===== config.mk =====
export PLATFORM = sky130hd
export DESIGN_NAME = loadIssue
export DESIGN_NICKNAME = d
export VERILOG_FILES = /design/src/hw/lsuPkg.sv /design/src/hw/loadIssue.sv
export SDC_FILE = /design/constraint.sdc
export NUM_CORES = 1
export LEC_CHECK = 0
export BUFFER_PORTS_ARGS = -buffer_cell sky130_fd_sc_hd__buf_4
export CORE_MARGIN = 4
export CORE_UTILIZATION = 25
export DETAILED_ROUTE_END_ITERATION = 8
export HOLD_SLACK_MARGIN = 0.05
export SYNTH_ARGS = -nofsm -noshare
export SYNTH_HDL_FRONTEND = slang
export SYNTH_SLANG_ARGS = --single-unit

===== constraint.sdc =====
create_clock -name clk -period 1.5 [get_ports clk]
set_clock_uncertainty 0.15 [all_clocks]
set_input_delay 0.225 -clock clk [delete_from_list [all_inputs] [get_ports clk]]
set_output_delay 0.225 -clock clk [all_outputs]
set_load 0.01 [all_outputs]

===== src/hw/lsuPkg.sv =====
// shared types and cache geometry for the load unit; imported by every RTL module
package lsuPkg;

    // cache geometry
    localparam int NUM_WAYS = 4;
    localparam int SET_BITS = 4;
    localparam int WORD_BITS = 2;
    localparam int BYTE_BITS = 2;
    localparam int TAG_BITS = 32 - SET_BITS - WORD_BITS - BYTE_BITS;
    localparam int NUM_SETS = 1 << SET_BITS;
    localparam int WORDS_PER_LINE = 1 << WORD_BITS;

    typedef logic [31:0] Word;
    typedef logic [3:0] LoadId;
    typedef logic [$clog2(NUM_WAYS)-1:0] WayIdx;

    // address split as the cache sees it
    typedef struct packed {
        logic [TAG_BITS-1:0] tag;
        logic [SET_BITS-1:0] setIdx;
        logic [WORD_BITS-1:0] wordIdx;
        logic [BYTE_BITS-1:0] byteOff;
    } AddrFields;

    // same 32 bits, either flat or split into cache fields
    typedef union packed {
        Word word;
        AddrFields fields;
    } CacheAddr;

    typedef struct packed {
        logic valid;
        LoadId id;
        CacheAddr addr;
    } LoadReq;

    typedef struct packed {
        logic valid;
        LoadId id;
        Word data;
    } LoadRes;

    typedef struct packed {
        logic valid;
        LoadId id;
    } LoadNack;

    // lineAddr has word and byte bits cleared
    typedef struct packed {
        logic valid;
        CacheAddr lineAddr;
        WayIdx way;
    } CacheMiss;

    // one refill word; first invalidates the way, last validates it
    typedef struct packed {
        logic valid;
        WayIdx way;
        CacheAddr addr;
        Word data;
        logic first;
        logic last;
    } CacheFill;

    typedef struct packed {
        logic valid;
        logic [TAG_BITS-1:0] tag;
    } TagEntry;

    typedef TagEntry [NUM_WAYS-1:0] TagSet;
    typedef Word [NUM_WAYS-1:0] DataSet;

endpackage


===== src/hw/loadIssue.sv =====
// load issue stage; maps ports onto lanes with a rotating start and drives the array reads
`timescale 1ns/1ns

module loadIssue import lsuPkg::*; #(
    parameter int NUM_PORTS = 2
) (
    input  logic clk,
    input  logic rst,
    input  LoadReq [NUM_PORTS-1:0] loadReq,
    input  logic fillBusy,
    output logic [NUM_PORTS-1:0] stall,
    output LoadReq [NUM_PORTS-1:0] laneLoad,
    output CacheAddr [NUM_PORTS-1:0] readAddr
);

    localparam int LANE_BITS = (NUM_PORTS > 1) ? $clog2(NUM_PORTS) : 1;

    logic [LANE_BITS-1:0] startIdx;
    logic [LANE_BITS:0] portSum [NUM_PORTS];
    logic [LANE_BITS-1:0] portSel [NUM_PORTS];

    // start index walks through all ports, one step per cycle
    always_ff @(posedge clk) begin
        if (rst) begin
            startIdx <= '0;
        end else if (startIdx == LANE_BITS'(NUM_PORTS - 1)) begin
            startIdx <= '0;
        end else begin
            startIdx <= startIdx + 1'b1;
        end
    end

    // a fill owns the arrays, so nothing issues
    assign stall = {NUM_PORTS{fillBusy}};

    always_comb begin
        for (int lane = 0; lane < NUM_PORTS; lane++) begin
            // lane takes port (start + lane) mod NUM_PORTS
            portSum[lane] = {1'b0, startIdx} + (LANE_BITS + 1)'(lane);
            if (portSum[lane] >= (LANE_BITS + 1)'(NUM_PORTS)) begin
                portSum[lane] = portSum[lane] - (LANE_BITS + 1)'(NUM_PORTS);
            end
            portSel[lane] = portSum[lane][LANE_BITS-1:0];

            laneLoad[lane] = loadReq[portSel[lane]];
            laneLoad[lane].valid = loadReq[portSel[lane]].valid && !fillBusy;
            // idle lanes park the read address at zero
            readAddr[lane] = laneLoad[lane].valid ? loadReq[portSel[lane]].addr : '0;
        end
    end

endmodule


==> flow_summary_export.csv <==
group,metric,value,unit
run_status,status,"finished with violations",
run_status,violations,"negative setup slack",
pwr,power,1.50,mW
timing,period_needed,1.51,ns
setup_path,r2r_start,"startIdx",
worst_hold_path,min_path_type,"in2reg",
drt,detail_route.wl_per_cell,16.9,microns
final_layout,areaGrowthSynthToFinish,110,%
setup_path,reg2reg_depth,2,
synthesis,synthCells,240,
place,port_buffers,216,
pwr,power_density,381,nW/um^2
synthesis,yosysTopAreaCell,"mux2_2",
clocking,clock_latency,0,ns
synthesis,syn_nets,317,
synthesis,synthesis.area,1880,sq um
synthesis,ys_seq_area_share,1.07,%
synthesis,synth_xor_area_share,0,%
place,hpwl,6.98,mm
final_layout,biggestRegsByFlops,"startIdx (1)",
synthesis,syn_area_per_cell,7.81,sq um
synthesis,yosys.area_share.adder,0,%
global_routing,grt_use_total,17.4,%
drt,finalWirelength,9.20,mm
drt,vias,2724,
synthesis,synthTopCellsByArea,"mux2_2, o22ai_2, nand2_1",
pwr,p_leak,1.83,nW
setup_path,crit_type,"reg2out",
drt,drtAntennaViolNets,0,
place,dp_cells,540,
timing,slew_viol_final,0,
synthesis,yosys.area_share.simple,14.1,%
floorplan,start_util,25.9,%
pwr,ir_drop,0.252,mV
final_layout,fill_cells,680,
drt,drc,0,
drt,drt-initial-drc-count,41,
floorplan,io_pins,217,
worst_hold_path,whs_endpoint,"startIdx",
global_routing,grt_max_degree,37,
global_routing,gr-total-overflow,0,
run,drv_cap,0,
setup_path,cp_max_fo,28,
floorplan,row_count,31,
worst_hold_path,min_from,"rst",
synthesis,synth_top_family_by_area,"multiplexers",
synthesis,synth-compound-area-share,30.4,%
timing,setup_ws,-0.0144,ns
floorplan,die_h,94.6,microns
final_layout,nNetsFinal,523,
synthesis,yosysUniqueCellTypes,13,
global_routing,antenna_found_initial,0,
setup_path,critPathCaptureType,"output port",
setup_path,critical_path_required,1.12,ns
timing,maxSlewHeadroom,83.9,%
timing,timing.fmax,660,MHz
setup_path,r2r_slack,0.55,ns
setup_path,arrival,1.14,ns
setup_path,r2r_end,"startIdx",
synthesis,synth_mux_area_share,44.3,%
clocking,cts_hold_buf,0,
place,gp_congestion,0.819,
synthesis,synth_top_area_share,43.2,%
clocking,clk_pin_slew,0,ns
worst_hold_path,whs_path_depth,2,
global_routing,grt_pass1_wl,12.9,mm
global_routing,first_global_vias,2681,
clocking,cts_setup_buffers,0,
final_layout,n_antenna_cell,0,
final_layout,seqCellArea,23.8,sq um
floorplan,die-area,8950,sq um
timing,tightestPinTransition,0.242,ns
floorplan,core_area,7250,sq um
final_layout,multi_input_area,1810,sq um
drt,vias_per_cell,5.02,
place,dp_slack,-0.0935,ns
timing,period_share,101,%
timing,rsz0062_at_grt,"yes",
final_layout,largest_register_ffs,1,
timing,finalHoldViolations,0,
synthesis,yosys_warnings,0,
floorplan,die_w,94.6,microns
final_layout,regMostFlops,"startIdx",
timing,finalSetupViolCount,6,
synthesis,synth.ff_latch_count,1,
final_layout,drive_gt1_share,80.6,%
drt,first_pass_iters,4,
setup_path,start_kind,"flop",
final_layout,layout.cells.non_filler,543,
-- critical path: stages (launching register included) --
cell,delay [ns]
dfxtp_4,0.34
or2_4,0.30
buf_12,0.18
o22ai_2,0.19
buf_6,0.12
-- cell usage after synthesis --
cell type	n
mux2_2	72
nand2_1	64
o22ai_1	37
o22ai_2	27
buf_2	15
buf_4	8
clkbuf_1	6
buf_6	3
nor2_1	3
mux2i_1	2
dfxtp_1	1
nand2b_1	1
or2_1	1
-- final cells by class --
class                           count  area share (%)
Timing Repair Buffer              236            50.2
Sequential cell                     1           0.605
Tap cell                           99            3.15
Multi-Input combinational cell    207            46.1
-- power by group --
part / internal (mW) / leakage (nW) / switching (mW)
Combinational: 0.807 / 1.82 / 0.660
Clock: 0 / 0 / 0
Sequential: 0.0287 / 0.00889 / 0.00262
Total: 0.836 / 1.83 / 0.662
-- cells in the final DEF (no fill, tap or decap), drive strengths merged --
master,count
buf,234
mux2,72
nand2,64
o22ai,64
nor2,3
mux2i,2
clkbuf,2
or2,1
nand2b,1
dfxtp,1
-- metrics by stage --
stage / hold slack (ns) / util, % / instance area [sq um] / setup TNS, ns
2_1_floorplan: 0.142 / - / 1880 / 0
3_3_place_gp: 0.217 / 50.7 / 3680 / -2.87
3_5_place_dp: 0.220 / 50.7 / 3680 / -4.15
4_1_cts: 0.220 / 52.2 / 3780 / -0.0354
5_1_grt: 0.222 / 54.2 / 3930 / -1.98
6_report: 0.218 / 54.2 / 3930 / -0.0337
-- cells by family (layout without fill, tap and decap cells) --
kind of cell / Yosys count / in the layout
and+or+nand+nor: 69 / 69
muxes: 74 / 74
DFF: 1 / 1
buffers and inverters: 32 / 236
AOI/OAI and AO/OA: 64 / 64
-- how the worst max path moves through the flow --
stage | start | endpoint | slack [ns] | depth (start not counted)
after detailed placement | fillBusy | readAddr[37] | -0.09 | 5
after floorplan | startIdx | readAddr[17] | 0.05 | 4
after global placement | fillBusy | readAddr[37] | -0.09 | 5
final | startIdx | readAddr[31] | -0.01 | 4
after CTS | startIdx | readAddr[31] | -0.01 | 4
after global routing | startIdx | laneLoad[11] | -0.04 | 3
-- per-layer routing --
metal / GRT usage [%] / vias up / routed length, microns / share of wire (%)
met5: 0 / - / 0 / 0
li1: - / 1316 / - / -
met2: 34.4 / 108 / 4960 / 54
met1: 19.3 / 1296 / 3440 / 37
met3: 3.82 / 4 / 741 / 8.1
met4: 2.16 / 0 / 61 / 0.66
-- repair_timing --
item	in CTS	in global routing
cloned	1	2
pin swaps	18	1
setup endpoints to repair	93	132
gates resized for setup	16	18
No activity file was read; power rests on OpenSTA's default activity.
