### src/hw/lsuPkg.sv
// shared types and cache geometry for the load unit; imported by every RTL module
package lsuPkg;

    // cache geometry
    localparam int NUM_WAYS = 4;
    localparam int SET_BITS = 4;
    localparam int WORD_BITS = 2;
    localparam int BYTE_BITS = 2;
    localparam int TAG_BITS = 32 - SET_BITS - WORD_BITS - BYTE_BITS;
    localparam int NUM_SETS = 1 << SET_BITS;
    localparam int WORDS_PER_LINE = 1 << WORD_BITS;

    typedef logic [31:0] Word;
    typedef logic [3:0] LoadId;
    typedef logic [$clog2(NUM_WAYS)-1:0] WayIdx;

    // address split as the cache sees it
    typedef struct packed {
        logic [TAG_BITS-1:0] tag;
        logic [SET_BITS-1:0] setIdx;
        logic [WORD_BITS-1:0] wordIdx;
        logic [BYTE_BITS-1:0] byteOff;
    } AddrFields;

    // same 32 bits, either flat or split into cache fields
    typedef union packed {
        Word word;
        AddrFields fields;
    } CacheAddr;

    typedef struct packed {
        logic valid;
        LoadId id;
        CacheAddr addr;
    } LoadReq;

    typedef struct packed {
        logic valid;
        LoadId id;
        Word data;
    } LoadRes;

    typedef struct packed {
        logic valid;
        LoadId id;
    } LoadNack;

    // lineAddr has word and byte bits cleared
    typedef struct packed {
        logic valid;
        CacheAddr lineAddr;
        WayIdx way;
    } CacheMiss;

    // one refill word; first invalidates the way, last validates it
    typedef struct packed {
        logic valid;
        WayIdx way;
        CacheAddr addr;
        Word data;
        logic first;
        logic last;
    } CacheFill;

    typedef struct packed {
        logic valid;
        logic [TAG_BITS-1:0] tag;
    } TagEntry;

    typedef TagEntry [NUM_WAYS-1:0] TagSet;
    typedef Word [NUM_WAYS-1:0] DataSet;

endpackage

### src/hw/loadLane.sv
// one load lane; two-stage pipeline doing tag compare and answering with result, nack or miss
`timescale 1ns/1ns

module loadLane import lsuPkg::*; (
    input  logic clk,
    input  logic rst,
    input  LoadReq laneLoad,
    input  TagSet tagSet,
    input  DataSet dataSet,
    input  logic resultReady,
    output LoadRes result,
    output LoadNack nack,
    output CacheMiss missCand
);

    // what stage 2 keeps of a load
    typedef struct packed {
        logic valid;
        LoadId id;
        CacheAddr addr;
        logic hit;
        Word word;
    } LaneStage;

    LoadReq s1Load;
    LaneStage s2Next;
    LaneStage s2;

    logic [NUM_WAYS-1:0] wayHit;
    logic tagHit;
    Word hitWord;

    // stage 1 lines up with the array read data
    always_ff @(posedge clk) begin
        s1Load <= laneLoad;
        if (rst) begin
            s1Load.valid <= 1'b0;
        end
    end

    // compare against every way of the set
    always_comb begin
        for (int w = 0; w < NUM_WAYS; w++) begin
            wayHit[w] = tagSet[w].valid && (tagSet[w].tag == s1Load.addr.fields.tag);
        end
        tagHit = |wayHit;
    end

    // a line sits in at most one way, so the first match is the match
    always_comb begin
        hitWord = '0;
        for (int w = NUM_WAYS - 1; w >= 0; w--) begin
            if (wayHit[w]) begin
                hitWord = dataSet[w];
            end
        end
    end

    always_comb begin
        s2Next.valid = s1Load.valid;
        s2Next.id = s1Load.id;
        s2Next.addr = s1Load.addr;
        s2Next.hit = tagHit;
        s2Next.word = hitWord;
    end

    always_ff @(posedge clk) begin
        s2 <= s2Next;
        if (rst) begin
            s2.valid <= 1'b0;
        end
    end

    // hit and consumer ready gives data
    always_comb begin
        result.valid = s2.valid && s2.hit && resultReady;
        result.id = s2.id;
        result.data = s2.word;
    end

    // anything else goes back to the port for reissue
    always_comb begin
        nack.valid = s2.valid && !(s2.hit && resultReady);
        nack.id = s2.id;
    end

    // only a real tag miss asks for a refill; way comes from the arbiter
    always_comb begin
        missCand = '0;
        missCand.valid = s2.valid && !s2.hit;
        missCand.lineAddr = s2.addr;
        missCand.lineAddr.fields.wordIdx = '0;
        missCand.lineAddr.fields.byteOff = '0;
    end

endmodule

### config.mk
export PLATFORM = sky130hd
export DESIGN_NAME = loadLane
export DESIGN_NICKNAME = d
export VERILOG_FILES = /design/src/hw/lsuPkg.sv /design/src/hw/loadLane.sv
export SDC_FILE = /design/constraint.sdc
export NUM_CORES = 1
export LEC_CHECK = 0
export BUFFER_PORTS_ARGS = -buffer_cell sky130_fd_sc_hd__buf_2
export CORE_AREA = 3 3 131 133
export DETAILED_ROUTE_END_ITERATION = 12
export DIE_AREA = 0 0 134 136
export MAX_ROUTING_LAYER = met4
export SLEW_MARGIN = 25
export SYNTH_ARGS = -nofsm -noshare
export SYNTH_HDL_FRONTEND = slang
export SYNTH_SLANG_ARGS = --single-unit
export TNS_END_PERCENT = 100
### constraint.sdc
create_clock -name clk -period 2.02 [get_ports clk]
set_clock_uncertainty 0.05 [all_clocks]
set_input_delay 0.202 -clock clk [delete_from_list [all_inputs] [get_ports clk]]
set_output_delay 0.202 -clock clk [all_outputs]
set_load 0.02 [all_outputs]
==> flow_summary_export.csv <==
group,metric,value,unit
worst_hold_path,hold_depth,3,
timing,rsz0062_at_grt,"true",
clock_network,clock-sinks,99,
logic_synthesis,syn_area,4680,um^2
floorplan,rows,46,
clock_network,cts_tree,"yes",
floorplan,fp.dieArea,18200,um^2
timing,setup_viol,32,
floorplan,die_h,136,um
logic_synthesis,avgSynthCellArea,9.12,um^2
logic_synthesis,synth_seq_cells,99,
logic_synthesis,yosys-top-cells-count,"101 x nand2_1, 99 x dfxtp_1, 79 x xnor2_1",
layout,fillers,1554,
logic_synthesis,yosysSeqAreaShare,42.3,%
floorplan,ios,345,
routing,drcViolationCount,0,
critical_path,crit_family,"simple AND/OR/NAND/NOR gates",
clock_network,htree_levels,3,
logic_synthesis,synth_top_area_share,42.3,%
timing,min_period_over_period,105,%
clock_network,clk_pin_slew_worst_paths,0.08,ns
timing,finalWorstSetupSlack,-0.110,ns
floorplan,core_area,15900,um^2
layout,final_core_util,47.5,%
timing,slew_viol_final,0,
logic_synthesis,synth_xor_area_share,18.4,%
critical_path,crit_path_end_kind,"flop",
placement,dpl.hpwl,14.3,mm
critical_path,crit_type,"flop to flop",
logic_synthesis,synth_top_family_by_area,"XOR/XNOR gates",
critical_path,crit_chain,"xor2_1 -> nor3_2 -> or3b_4 -> a211oi_4 -> buf_6 -> buf_12 -> nand2_2 -> a32oi_2",
routing,ant_nets,0,
floorplan,start_util,29.4,%
critical_path,cp_data_arrival_time,2.35,ns
critical_path,regToRegSetupSlack,-0.11,ns
logic_synthesis,ys.warnings.count,0,
global_routing,grt_max_degree,32,
worst_hold_path,whs_endpoint,"result[10]",
clock_network,numCtsBuffers,9,
logic_synthesis,netlist_instances,513,
timing,hold_viol,0,
critical_path,cp.buffers_inverters,2,
floorplan,die-width,134,um
critical_path,start_kind,"flop",
logic_synthesis,synth-simple-area-share,13.9,%
placement,preCtsSetupSlack,-0.228,ns
logic_synthesis,synthTopCellsByArea,"dfxtp_1 42%, xnor2_1 15%, buf_4 12%",
critical_path,r2r_end,"result[18]",
logic_synthesis,yosysTopAreaCell,"dfxtp_1",
logic_synthesis,yosys.cell_types.count,31,
timing,max_freq,470,MHz
global_routing,grt_util_all_layers,19.8,%
critical_path,cp.required,2.24,ns
layout,postLayoutCellArea,7570,um^2
placement,portBuffers,334,
timing,timing.hold.ws,0.0241,ns
routing,viasPerCell,4.40,
global_routing,antenna_found_initial,2,
logic_synthesis,synthAdderAreaFrac,0,%
run,drv_cap,0,
critical_path,r2r_cells,8,
critical_path,r2r-start,"s1Load[10]",
layout,fin_nets,1130,
layout,area_growth,61.6,%
logic_synthesis,synth.mux.area_fraction,0,%
logic_synthesis,synth_ff_type,"dfxtp_1",
critical_path,slowest_stage,"or3b_4",
global_routing,grt_pass1_vias,4918,
placement,place_area,6460,um^2
power,irDropWorstVdd,0.391,mV
power,p_leak,3.52,nW
critical_path,cpPeakStageDelay,0.43,ns
clock_network,clock_latency,0.36,ns
clock_network,ctsLongestPathBuffers,2,
clock_network,cts-root-buf,"clkbuf_16",
worst_hold_path,hold_class,"input pin to flop",
routing,drt_iter0_markers,120,
logic_synthesis,synthArstFlopShare,0,%
logic_synthesis,synth_edf_count,0,
logic_synthesis,synth.most_common_cell,"nand2_1",
layout,stdcell_count,1085,
outcome,violations,"negative setup slack",
placement,dp_cells,1019,
global_routing,grt_pass1_wl,26.5,mm
outcome,status,"complete, but fails checks",
global_routing,globalRoute.totalOverflow,0,
routing,firstDrtPassIters,4,
routing,wl_per_cell,17.5,um
routing,vias,4776,
worst_hold_path,worstHoldStart,"dataSet[10]",
routing,drt_wl_total,18.9,mm
placement,finalWeightedCongestion,0.802,
layout,drive_above_1_share,55.4,%
critical_path,path_max_fanout,9,
logic_synthesis,synth-compound-area-share,10.2,%
power,powerDensity,607,nW/um^2
timing,period_minus_slack,2.13,ns
registers in the layout, indices dropped and copies added, names as in the netlist:
register  cells
missCand     28
nack          4
result       32
s1Load       33
s2            2
metal layers:
layer	wire (um)	vias to the layer above	GRT usage [%]
met4	409	0	7.03
met3	1260	28	4.22
met5	0	-	-
met1	7350	2171	21.8
li1	-	2343	-
met2	9920	234	35.3
how the worst max path moves through the flow:
stage	from	to	depth (start not counted)
finish	s1Load[10]	result[18]	8
global route	s1Load[20]	result[18]	8
CTS	s1Load[10]	result[18]	8
detailed placement	s1Load[21]	result[18]	7
global placement	s1Load[8]	result[18]	8
floorplan	s1Load[31]	result[20]	9
through the flow:
| stage | power, mW | setup TNS (ns) |
|---|---|---|
| global placement | 2.78 | -6.24 |
| floorplan | 2.44 | 0 |
| CTS | 4.65 | -2.24 |
| detailed placement | 2.78 | -6.32 |
| global route | 4.82 | -4.59 |
| finish | 4.60 | -1.81 |
power by group:
part	total [mW]	internal, mW	switching, mW
Sequential	2.07	2.02	0.0456
Clock	1.76	0.881	0.879
Combinational	0.769	0.450	0.319
cell families after synthesis:
| logic type | Yosys count |
|---|---|
| simple gates | 143 |
| buf+inv | 105 |
| flops | 99 |
| xor+xnor | 96 |
| compound gates | 69 |
| other cells | 1 |
what timing repair did:
| item | in CTS | in global routing |
|---|---|---|
| hold endpoints to repair | 35 | 0 |
| pin swaps | 36 | 12 |
| setup endpoints to repair | 33 | 33 |
| gates cloned | 2 | 5 |
| setup buffers | 4 | 3 |
| hold buffers | 35 | 0 |
| gates resized for setup | 42 | 51 |
tightest hold or removal path: cells and delay by family:
family                 cells  cell delay, ns
AND/OR/NAND/NOR            1            0.05
AO/OA/AOI/OAI              1            0.04
buffers and inverters      1            0.09
cell type report:
cell class                      instances  area (um^2)  area share [%]
Timing Repair Buffer                  438         2730            36.1
Sequential cell                        99         2020            26.6
Clock inverter                          7         73.8           0.976
Multi-Input combinational cell        314         2240            29.6
Clock buffer                            9          225            2.98
Tap cell                              216          270            3.57
Antenna cell                            2         5.00          0.0661
placed cells by master (no fill, tap or decap), types with 2 or more instances in the layout:
master           n
nor4_1           2
diode_2          2
and3_1           2
dfxtp_1         82
dfxtp_4          5
inv_8            2
o21ai_2          6
buf_6            9
xnor2_1         66
nor4_2           2
inv_6            3
nor2b_1          3
o21ai_1         14
nand2_2          6
buf_4           49
xor2_1          14
dlygate4sd3_1   35
o21ai_0         13
nand4_1         20
conb_1           6
clkbuf_16       12
buf_12           7
nand3_1          2
xnor2_2         16
dfxtp_2         12
a32oi_1         30
nor3_2           3
buf_2          334
nand2_4          3
nand2_1         92
No activity file was read; power rests on OpenSTA's default activity.
