`src/hw/lsuPkg.sv`:
```
// shared types and cache geometry for the load unit; imported by every RTL module
package lsuPkg;

    // cache geometry
    localparam int NUM_WAYS = 4;
    localparam int SET_BITS = 4;
    localparam int WORD_BITS = 2;
    localparam int BYTE_BITS = 2;
    localparam int TAG_BITS = 32 - SET_BITS - WORD_BITS - BYTE_BITS;
    localparam int NUM_SETS = 1 << SET_BITS;
    localparam int WORDS_PER_LINE = 1 << WORD_BITS;

    typedef logic [31:0] Word;
    typedef logic [3:0] LoadId;
    typedef logic [$clog2(NUM_WAYS)-1:0] WayIdx;

    // address split as the cache sees it
    typedef struct packed {
        logic [TAG_BITS-1:0] tag;
        logic [SET_BITS-1:0] setIdx;
        logic [WORD_BITS-1:0] wordIdx;
        logic [BYTE_BITS-1:0] byteOff;
    } AddrFields;

    // same 32 bits, either flat or split into cache fields
    typedef union packed {
        Word word;
        AddrFields fields;
    } CacheAddr;

    typedef struct packed {
        logic valid;
        LoadId id;
        CacheAddr addr;
    } LoadReq;

    typedef struct packed {
        logic valid;
        LoadId id;
        Word data;
    } LoadRes;

    typedef struct packed {
        logic valid;
        LoadId id;
    } LoadNack;

    // lineAddr has word and byte bits cleared
    typedef struct packed {
        logic valid;
        CacheAddr lineAddr;
        WayIdx way;
    } CacheMiss;

    // one refill word; first invalidates the way, last validates it
    typedef struct packed {
        logic valid;
        WayIdx way;
        CacheAddr addr;
        Word data;
        logic first;
        logic last;
    } CacheFill;

    typedef struct packed {
        logic valid;
        logic [TAG_BITS-1:0] tag;
    } TagEntry;

    typedef TagEntry [NUM_WAYS-1:0] TagSet;
    typedef Word [NUM_WAYS-1:0] DataSet;

endpackage

```
`src/hw/missArbiter.sv`:
```
// miss arbiter; forwards the lowest lane's miss and assigns a round-robin victim way
`timescale 1ns/1ns

module missArbiter import lsuPkg::*; #(
    parameter int NUM_PORTS = 2
) (
    input  logic clk,
    input  logic rst,
    input  CacheMiss [NUM_PORTS-1:0] missCand,
    input  logic missReady,
    output CacheMiss miss
);

    WayIdx victim;
    logic found;

    // lowest lane wins, the rest are dropped since they are nacked anyway
    always_comb begin
        miss = '0;
        found = 1'b0;
        for (int lane = 0; lane < NUM_PORTS; lane++) begin
            if (missCand[lane].valid && !found) begin
                miss = missCand[lane];
                found = 1'b1;
            end
        end
        miss.way = victim;
    end

    // victim moves on only when the requester takes the miss
    always_ff @(posedge clk) begin
        if (rst) begin
            victim <= '0;
        end else if (miss.valid && missReady) begin
            if (victim == WayIdx'(NUM_WAYS - 1)) begin
                victim <= '0;
            end else begin
                victim <= victim + 1'b1;
            end
        end
    end

endmodule

```
`config.mk`:
```
export PLATFORM = sky130hd
export DESIGN_NAME = missArbiter
export DESIGN_NICKNAME = d
export VERILOG_FILES = /design/src/hw/lsuPkg.sv /design/src/hw/missArbiter.sv
export SDC_FILE = /design/constraint.sdc
export NUM_CORES = 1
export LEC_CHECK = 0
export BUFFER_PORTS_ARGS = -buffer_cell sky130_fd_sc_hd__buf_2
export CORE_MARGIN = 1.5
export CORE_UTILIZATION = 27
export DETAILED_ROUTE_END_ITERATION = 12
export PLACE_DENSITY = 0.84
export SLEW_MARGIN = 20
export SYNTH_ARGS = -nofsm -noshare
export SYNTH_HDL_FRONTEND = slang
export SYNTH_SLANG_ARGS = --single-unit
export TNS_END_PERCENT = 50
```
`constraint.sdc`:
```
create_clock -name clk -period 2.74 [get_ports clk]
set_input_delay 0.822 -clock clk [delete_from_list [all_inputs] [get_ports clk]]
set_output_delay 0.822 -clock clk [all_outputs]
set_load 0.005 [all_outputs]
```
==> impl_metrics.xml <==
<?xml version="1.0" encoding="UTF-8"?>
<metrics>
  <group name="timing">
    <metric name="setup_total_negative_slack" unit="ps">0</metric>
    <metric name="min_period_over_period" unit="%">89.52</metric>
    <metric name="drv_slew" unit="">0</metric>
    <metric name="highest_clock_rate" unit="MHz">407.7</metric>
    <metric name="worst_slew_margin_rel" unit="%">80.76</metric>
    <metric name="grt_setup_unrepaired" unit="">no</metric>
    <metric name="finalCriticalPeriod" unit="ps">2453</metric>
    <metric name="final.setup_skew" unit="ps">2.109</metric>
    <metric name="report.final.setup_viol" unit="">0</metric>
    <metric name="measured_slew_at_the_worst_slew_check_pin" unit="ps">288.5</metric>
    <metric name="hold_viol" unit="">0</metric>
  </group>
  <group name="power_and_ir_drop">
    <metric name="power_density" unit="nW/um^2">225.8</metric>
    <metric name="cellLeakagePower" unit="nW">0.6935</metric>
    <metric name="power" unit="mW">0.2545</metric>
    <metric name="internal-power" unit="mW">0.1676</metric>
    <metric name="p_clk_share" unit="%">25.6</metric>
    <metric name="seqPwrFrac" unit="%">13.5</metric>
    <metric name="ir_drop" unit="V">0.0001490</metric>
    <metric name="portion_of_total_power_attributed_to_combinational_logic" unit="%">60.9</metric>
    <metric name="sw_frac_of_total" unit="%">34.13</metric>
    <metric name="power.switching" unit="mW">0.08687</metric>
  </group>
  <group name="die">
    <metric name="floorplan.rows" unit="">16</metric>
    <metric name="die_area" unit="um^2">2393</metric>
    <metric name="starting_utilization_of_the_core_area" unit="%">28.72</metric>
    <metric name="floorplan.die.width" unit="um">48.92</metric>
    <metric name="die-height" unit="um">48.92</metric>
    <metric name="core" unit="um^2">1982</metric>
    <metric name="pin_count" unit="">108</metric>
  </group>
  <group name="clock_network">
    <metric name="cts_tree" unit="">yes</metric>
    <metric name="cts_htree_levels" unit="">1</metric>
    <metric name="ctsHoldBuffers" unit="">0</metric>
    <metric name="max-clock-path-buffers" unit="">2</metric>
    <metric name="clkSlewWorstSetupHoldPaths" unit="ps">30</metric>
    <metric name="cts_made_buffers" unit="">3</metric>
    <metric name="ctsResizeCount" unit="">0</metric>
    <metric name="clock-root-buffer" unit="">sky130_fd_sc_hd__clkbuf_4</metric>
    <metric name="clock_sink_count" unit="">2</metric>
    <metric name="clk-insertion-delay-late" unit="ps">220</metric>
    <metric name="cts_setup_buffers" unit="">0</metric>
  </group>
  <group name="placement">
    <metric name="port_buffers" unit="">103</metric>
    <metric name="placed_cell_area" unit="um^2">1105</metric>
    <metric name="gpl_congestion" unit="">0.6710</metric>
    <metric name="dp_cells" unit="">237</metric>
    <metric name="dp_hpwl" unit="um">1778</metric>
  </group>
  <group name="synth">
    <metric name="netlist_top_cells_area" unit="">sky130_fd_sc_hd__nand2_1 (38%), sky130_fd_sc_hd__o21ai_0 (25%), sky130_fd_sc_hd__dfxtp_1 (7.0%)</metric>
    <metric name="yosys.area_share.xor_xnor" unit="%">0</metric>
    <metric name="post_synthesis_adder_cell_area_fraction" unit="%">2.198</metric>
    <metric name="netlist_area" unit="um^2">569.3</metric>
    <metric name="postSynthRegisterBits" unit="">2</metric>
    <metric name="yosys_warnings" unit="">0</metric>
    <metric name="synth_ff_type" unit="">sky130_fd_sc_hd__dfxtp_1</metric>
    <metric name="asyncSetResetFlopFracSynth" unit="%">0</metric>
    <metric name="ys_types" unit="">15</metric>
    <metric name="synthSimpleGateAreaFrac" unit="%">44.62</metric>
    <metric name="synth.avg_cell_area" unit="um^2">5.083</metric>
    <metric name="synthesis.nets" unit="">186</metric>
    <metric name="synth-seq-area-share" unit="%">7.033</metric>
    <metric name="synth_largest_area_cell" unit="">sky130_fd_sc_hd__nand2_1</metric>
    <metric name="yosys-mux-area-fraction" unit="%">4.396</metric>
    <metric name="synth_enable_flop_cells" unit="">0</metric>
    <metric name="syn-instance-count" unit="">112</metric>
    <metric name="synth_compound_gate_area_share" unit="%">32.75</metric>
    <metric name="synth.top_cell.area_share" unit="%">38.24</metric>
    <metric name="dominant_combinational_cell_family_by_area_after_synthesis" unit="">simple AND/OR/NAND/NOR gates</metric>
  </group>
  <group name="route">
    <metric name="viasPerCell" unit="">4.333</metric>
    <metric name="drt_drc_violations_left" unit="">0</metric>
    <metric name="average_wire_per_standard_cell" unit="um">8.942</metric>
    <metric name="routed_wirelength" unit="um">2146</metric>
    <metric name="dr_total_vias" unit="">1040</metric>
    <metric name="detail-route-antenna-nets" unit="">0</metric>
    <metric name="dr.pass1.iters" unit="">4</metric>
    <metric name="detailedRoute.firstIterationViolations" unit="">13</metric>
  </group>
  <group name="critical_path">
    <metric name="cp_max_fo" unit="">15</metric>
    <metric name="worst_setup_path_start_kind" unit="">primary input</metric>
    <metric name="worst-setup-path-type" unit="">in2out</metric>
    <metric name="timing.critical_path.arrival" unit="ps">1630</metric>
    <metric name="capturing_element_type_of_the_critical_path" unit="">output pin</metric>
    <metric name="critical_path_required" unit="ps">1920</metric>
  </group>
  <group name="final_layout">
    <metric name="post-route-cell-area" unit="um^2">1127</metric>
    <metric name="antenna-diode-count" unit="">0</metric>
    <metric name="finish.cell_count_without_fillers" unit="">240</metric>
    <metric name="fillerInstances" unit="">222</metric>
    <metric name="largest_reg_flops" unit="">2</metric>
    <metric name="area_delta_synth_final" unit="%">98.02</metric>
    <metric name="nNetsFinal" unit="">289</metric>
    <metric name="drive_above_1_share" unit="%">53.52</metric>
    <metric name="finish.utilization" unit="%">56.88</metric>
    <metric name="largest_registers" unit="">victim x2</metric>
    <metric name="regMostFlops" unit="">victim</metric>
  </group>
  <group name="global_route">
    <metric name="wire_length_of_the_first_global_routing_pass" unit="um">3567</metric>
    <metric name="global_route.usage.total" unit="%">17.76</metric>
    <metric name="grt_pass1_vias" unit="">912</metric>
    <metric name="global_route.usage.met3" unit="%">3.681</metric>
    <metric name="globalRoute.totalOverflow" unit="">0</metric>
    <metric name="antenna_found_initial" unit="">0</metric>
    <metric name="use_met1" unit="%">18.40</metric>
    <metric name="gr-max-usage-layer" unit="">met2</metric>
    <metric name="maximum_number_of_pins_on_one_net_before_global_route_repair" unit="">21</metric>
    <metric name="gr_layer_usage_met2" unit="%">34.93</metric>
  </group>
  <group name="hold_path">
    <metric name="min_path_type" unit="">reg2reg</metric>
  </group>
  <group name="run_status">
    <metric name="run_status" unit="">finished clean</metric>
  </group>
  <group name="job">
    <metric name="maxCapViolCount" unit="">0</metric>
  </group>
</metrics>
[cell type report]
class                   count  area, um^2  share of cell area, %
clock buffers               3       22.52                  1.998
flip-flops and latches      2       40.04                  3.552
repair buffers            108       553.0                  49.06
well taps                  27       33.78                  2.997
multi-input cells         100       478.0                  42.40
[power by group through the flow]
stage / combinational [mW] / sequential, mW / clock (mW)
3_3_place_gp: 0.154 / 0.0346 / 0
2_1_floorplan: 0.0668 / 0.0346 / 0
3_5_place_dp: 0.157 / 0.0346 / 0
5_1_grt: 0.176 / 0.0346 / 0.0700
6_report: 0.155 / 0.0343 / 0.0652
4_1_cts: 0.157 / 0.0343 / 0.0702
[routing by layer]
| layer | routed length [um] | vias to the layer above |
|---|---|---|
| li1 | - | 569 |
| met5 | 0 | - |
| met1 | 878 | 421 |
| met3 | 208 | 0 |
| met2 | 1059 | 50 |
| met4 | 0 | 0 |
[logic make-up after synthesis]
logic type / Yosys count
AND/OR/NAND/NOR: 64
adder cells (fa/ha/maj): 1
buffers and inverters: 10
multiplexers: 2
AO/OA/AOI/OAI: 33
flip-flops: 2
[final timing paths]
kind,to,slack (ps),cells after the start,start
setup / recovery,miss[5],290,5,missCand[69]
hold / removal,victim[1],490,2,victim[1]
setup reg to reg,victim[0],1810,3,victim[0]
hold reg to reg,victim[1],490,2,victim[1]
[cell usage in the layout, fill, tap and decap left out, types with 2 or more instances in the layout]
master                     Yosys  routed
sky130_fd_sc_hd__buf_2         5     103
sky130_fd_sc_hd__nand2_1      58      58
sky130_fd_sc_hd__o21ai_0      29      29
sky130_fd_sc_hd__buf_4         0       5
sky130_fd_sc_hd__a22o_1        3       3
sky130_fd_sc_hd__clkbuf_4      0       3
sky130_fd_sc_hd__nor2b_1       2       2
sky130_fd_sc_hd__nand2b_1      2       2
sky130_fd_sc_hd__dfxtp_1       2       2
[metrics by stage]
stage	hold slack, ps	worst slack, ps
3_5_place_dp	483.0	281.5
2_1_floorplan	480.4	581.1
5_1_grt	518.2	160.2
3_3_place_gp	482.8	259.8
4_1_cts	489.4	286.7
6_report	486.1	287.1
[critical path, cell delays in order]
cell                      delay (ps)
sky130_fd_sc_hd__buf_2           220
sky130_fd_sc_hd__buf_4           250
sky130_fd_sc_hd__nand2_1          70
sky130_fd_sc_hd__o21ai_0         130
sky130_fd_sc_hd__buf_2           140
[synth_stat cells, types with 2 or more instances]
cell and instances:
sky130_fd_sc_hd__a22o_1 3, sky130_fd_sc_hd__buf_2 5, sky130_fd_sc_hd__clkbuf_1 4, sky130_fd_sc_hd__dfxtp_1 2, sky130_fd_sc_hd__nand2_1 58, sky130_fd_sc_hd__nand2b_1 2
sky130_fd_sc_hd__nor2b_1 2, sky130_fd_sc_hd__o21ai_0 29
Note: power is estimated with default switching activity, not from simulation.
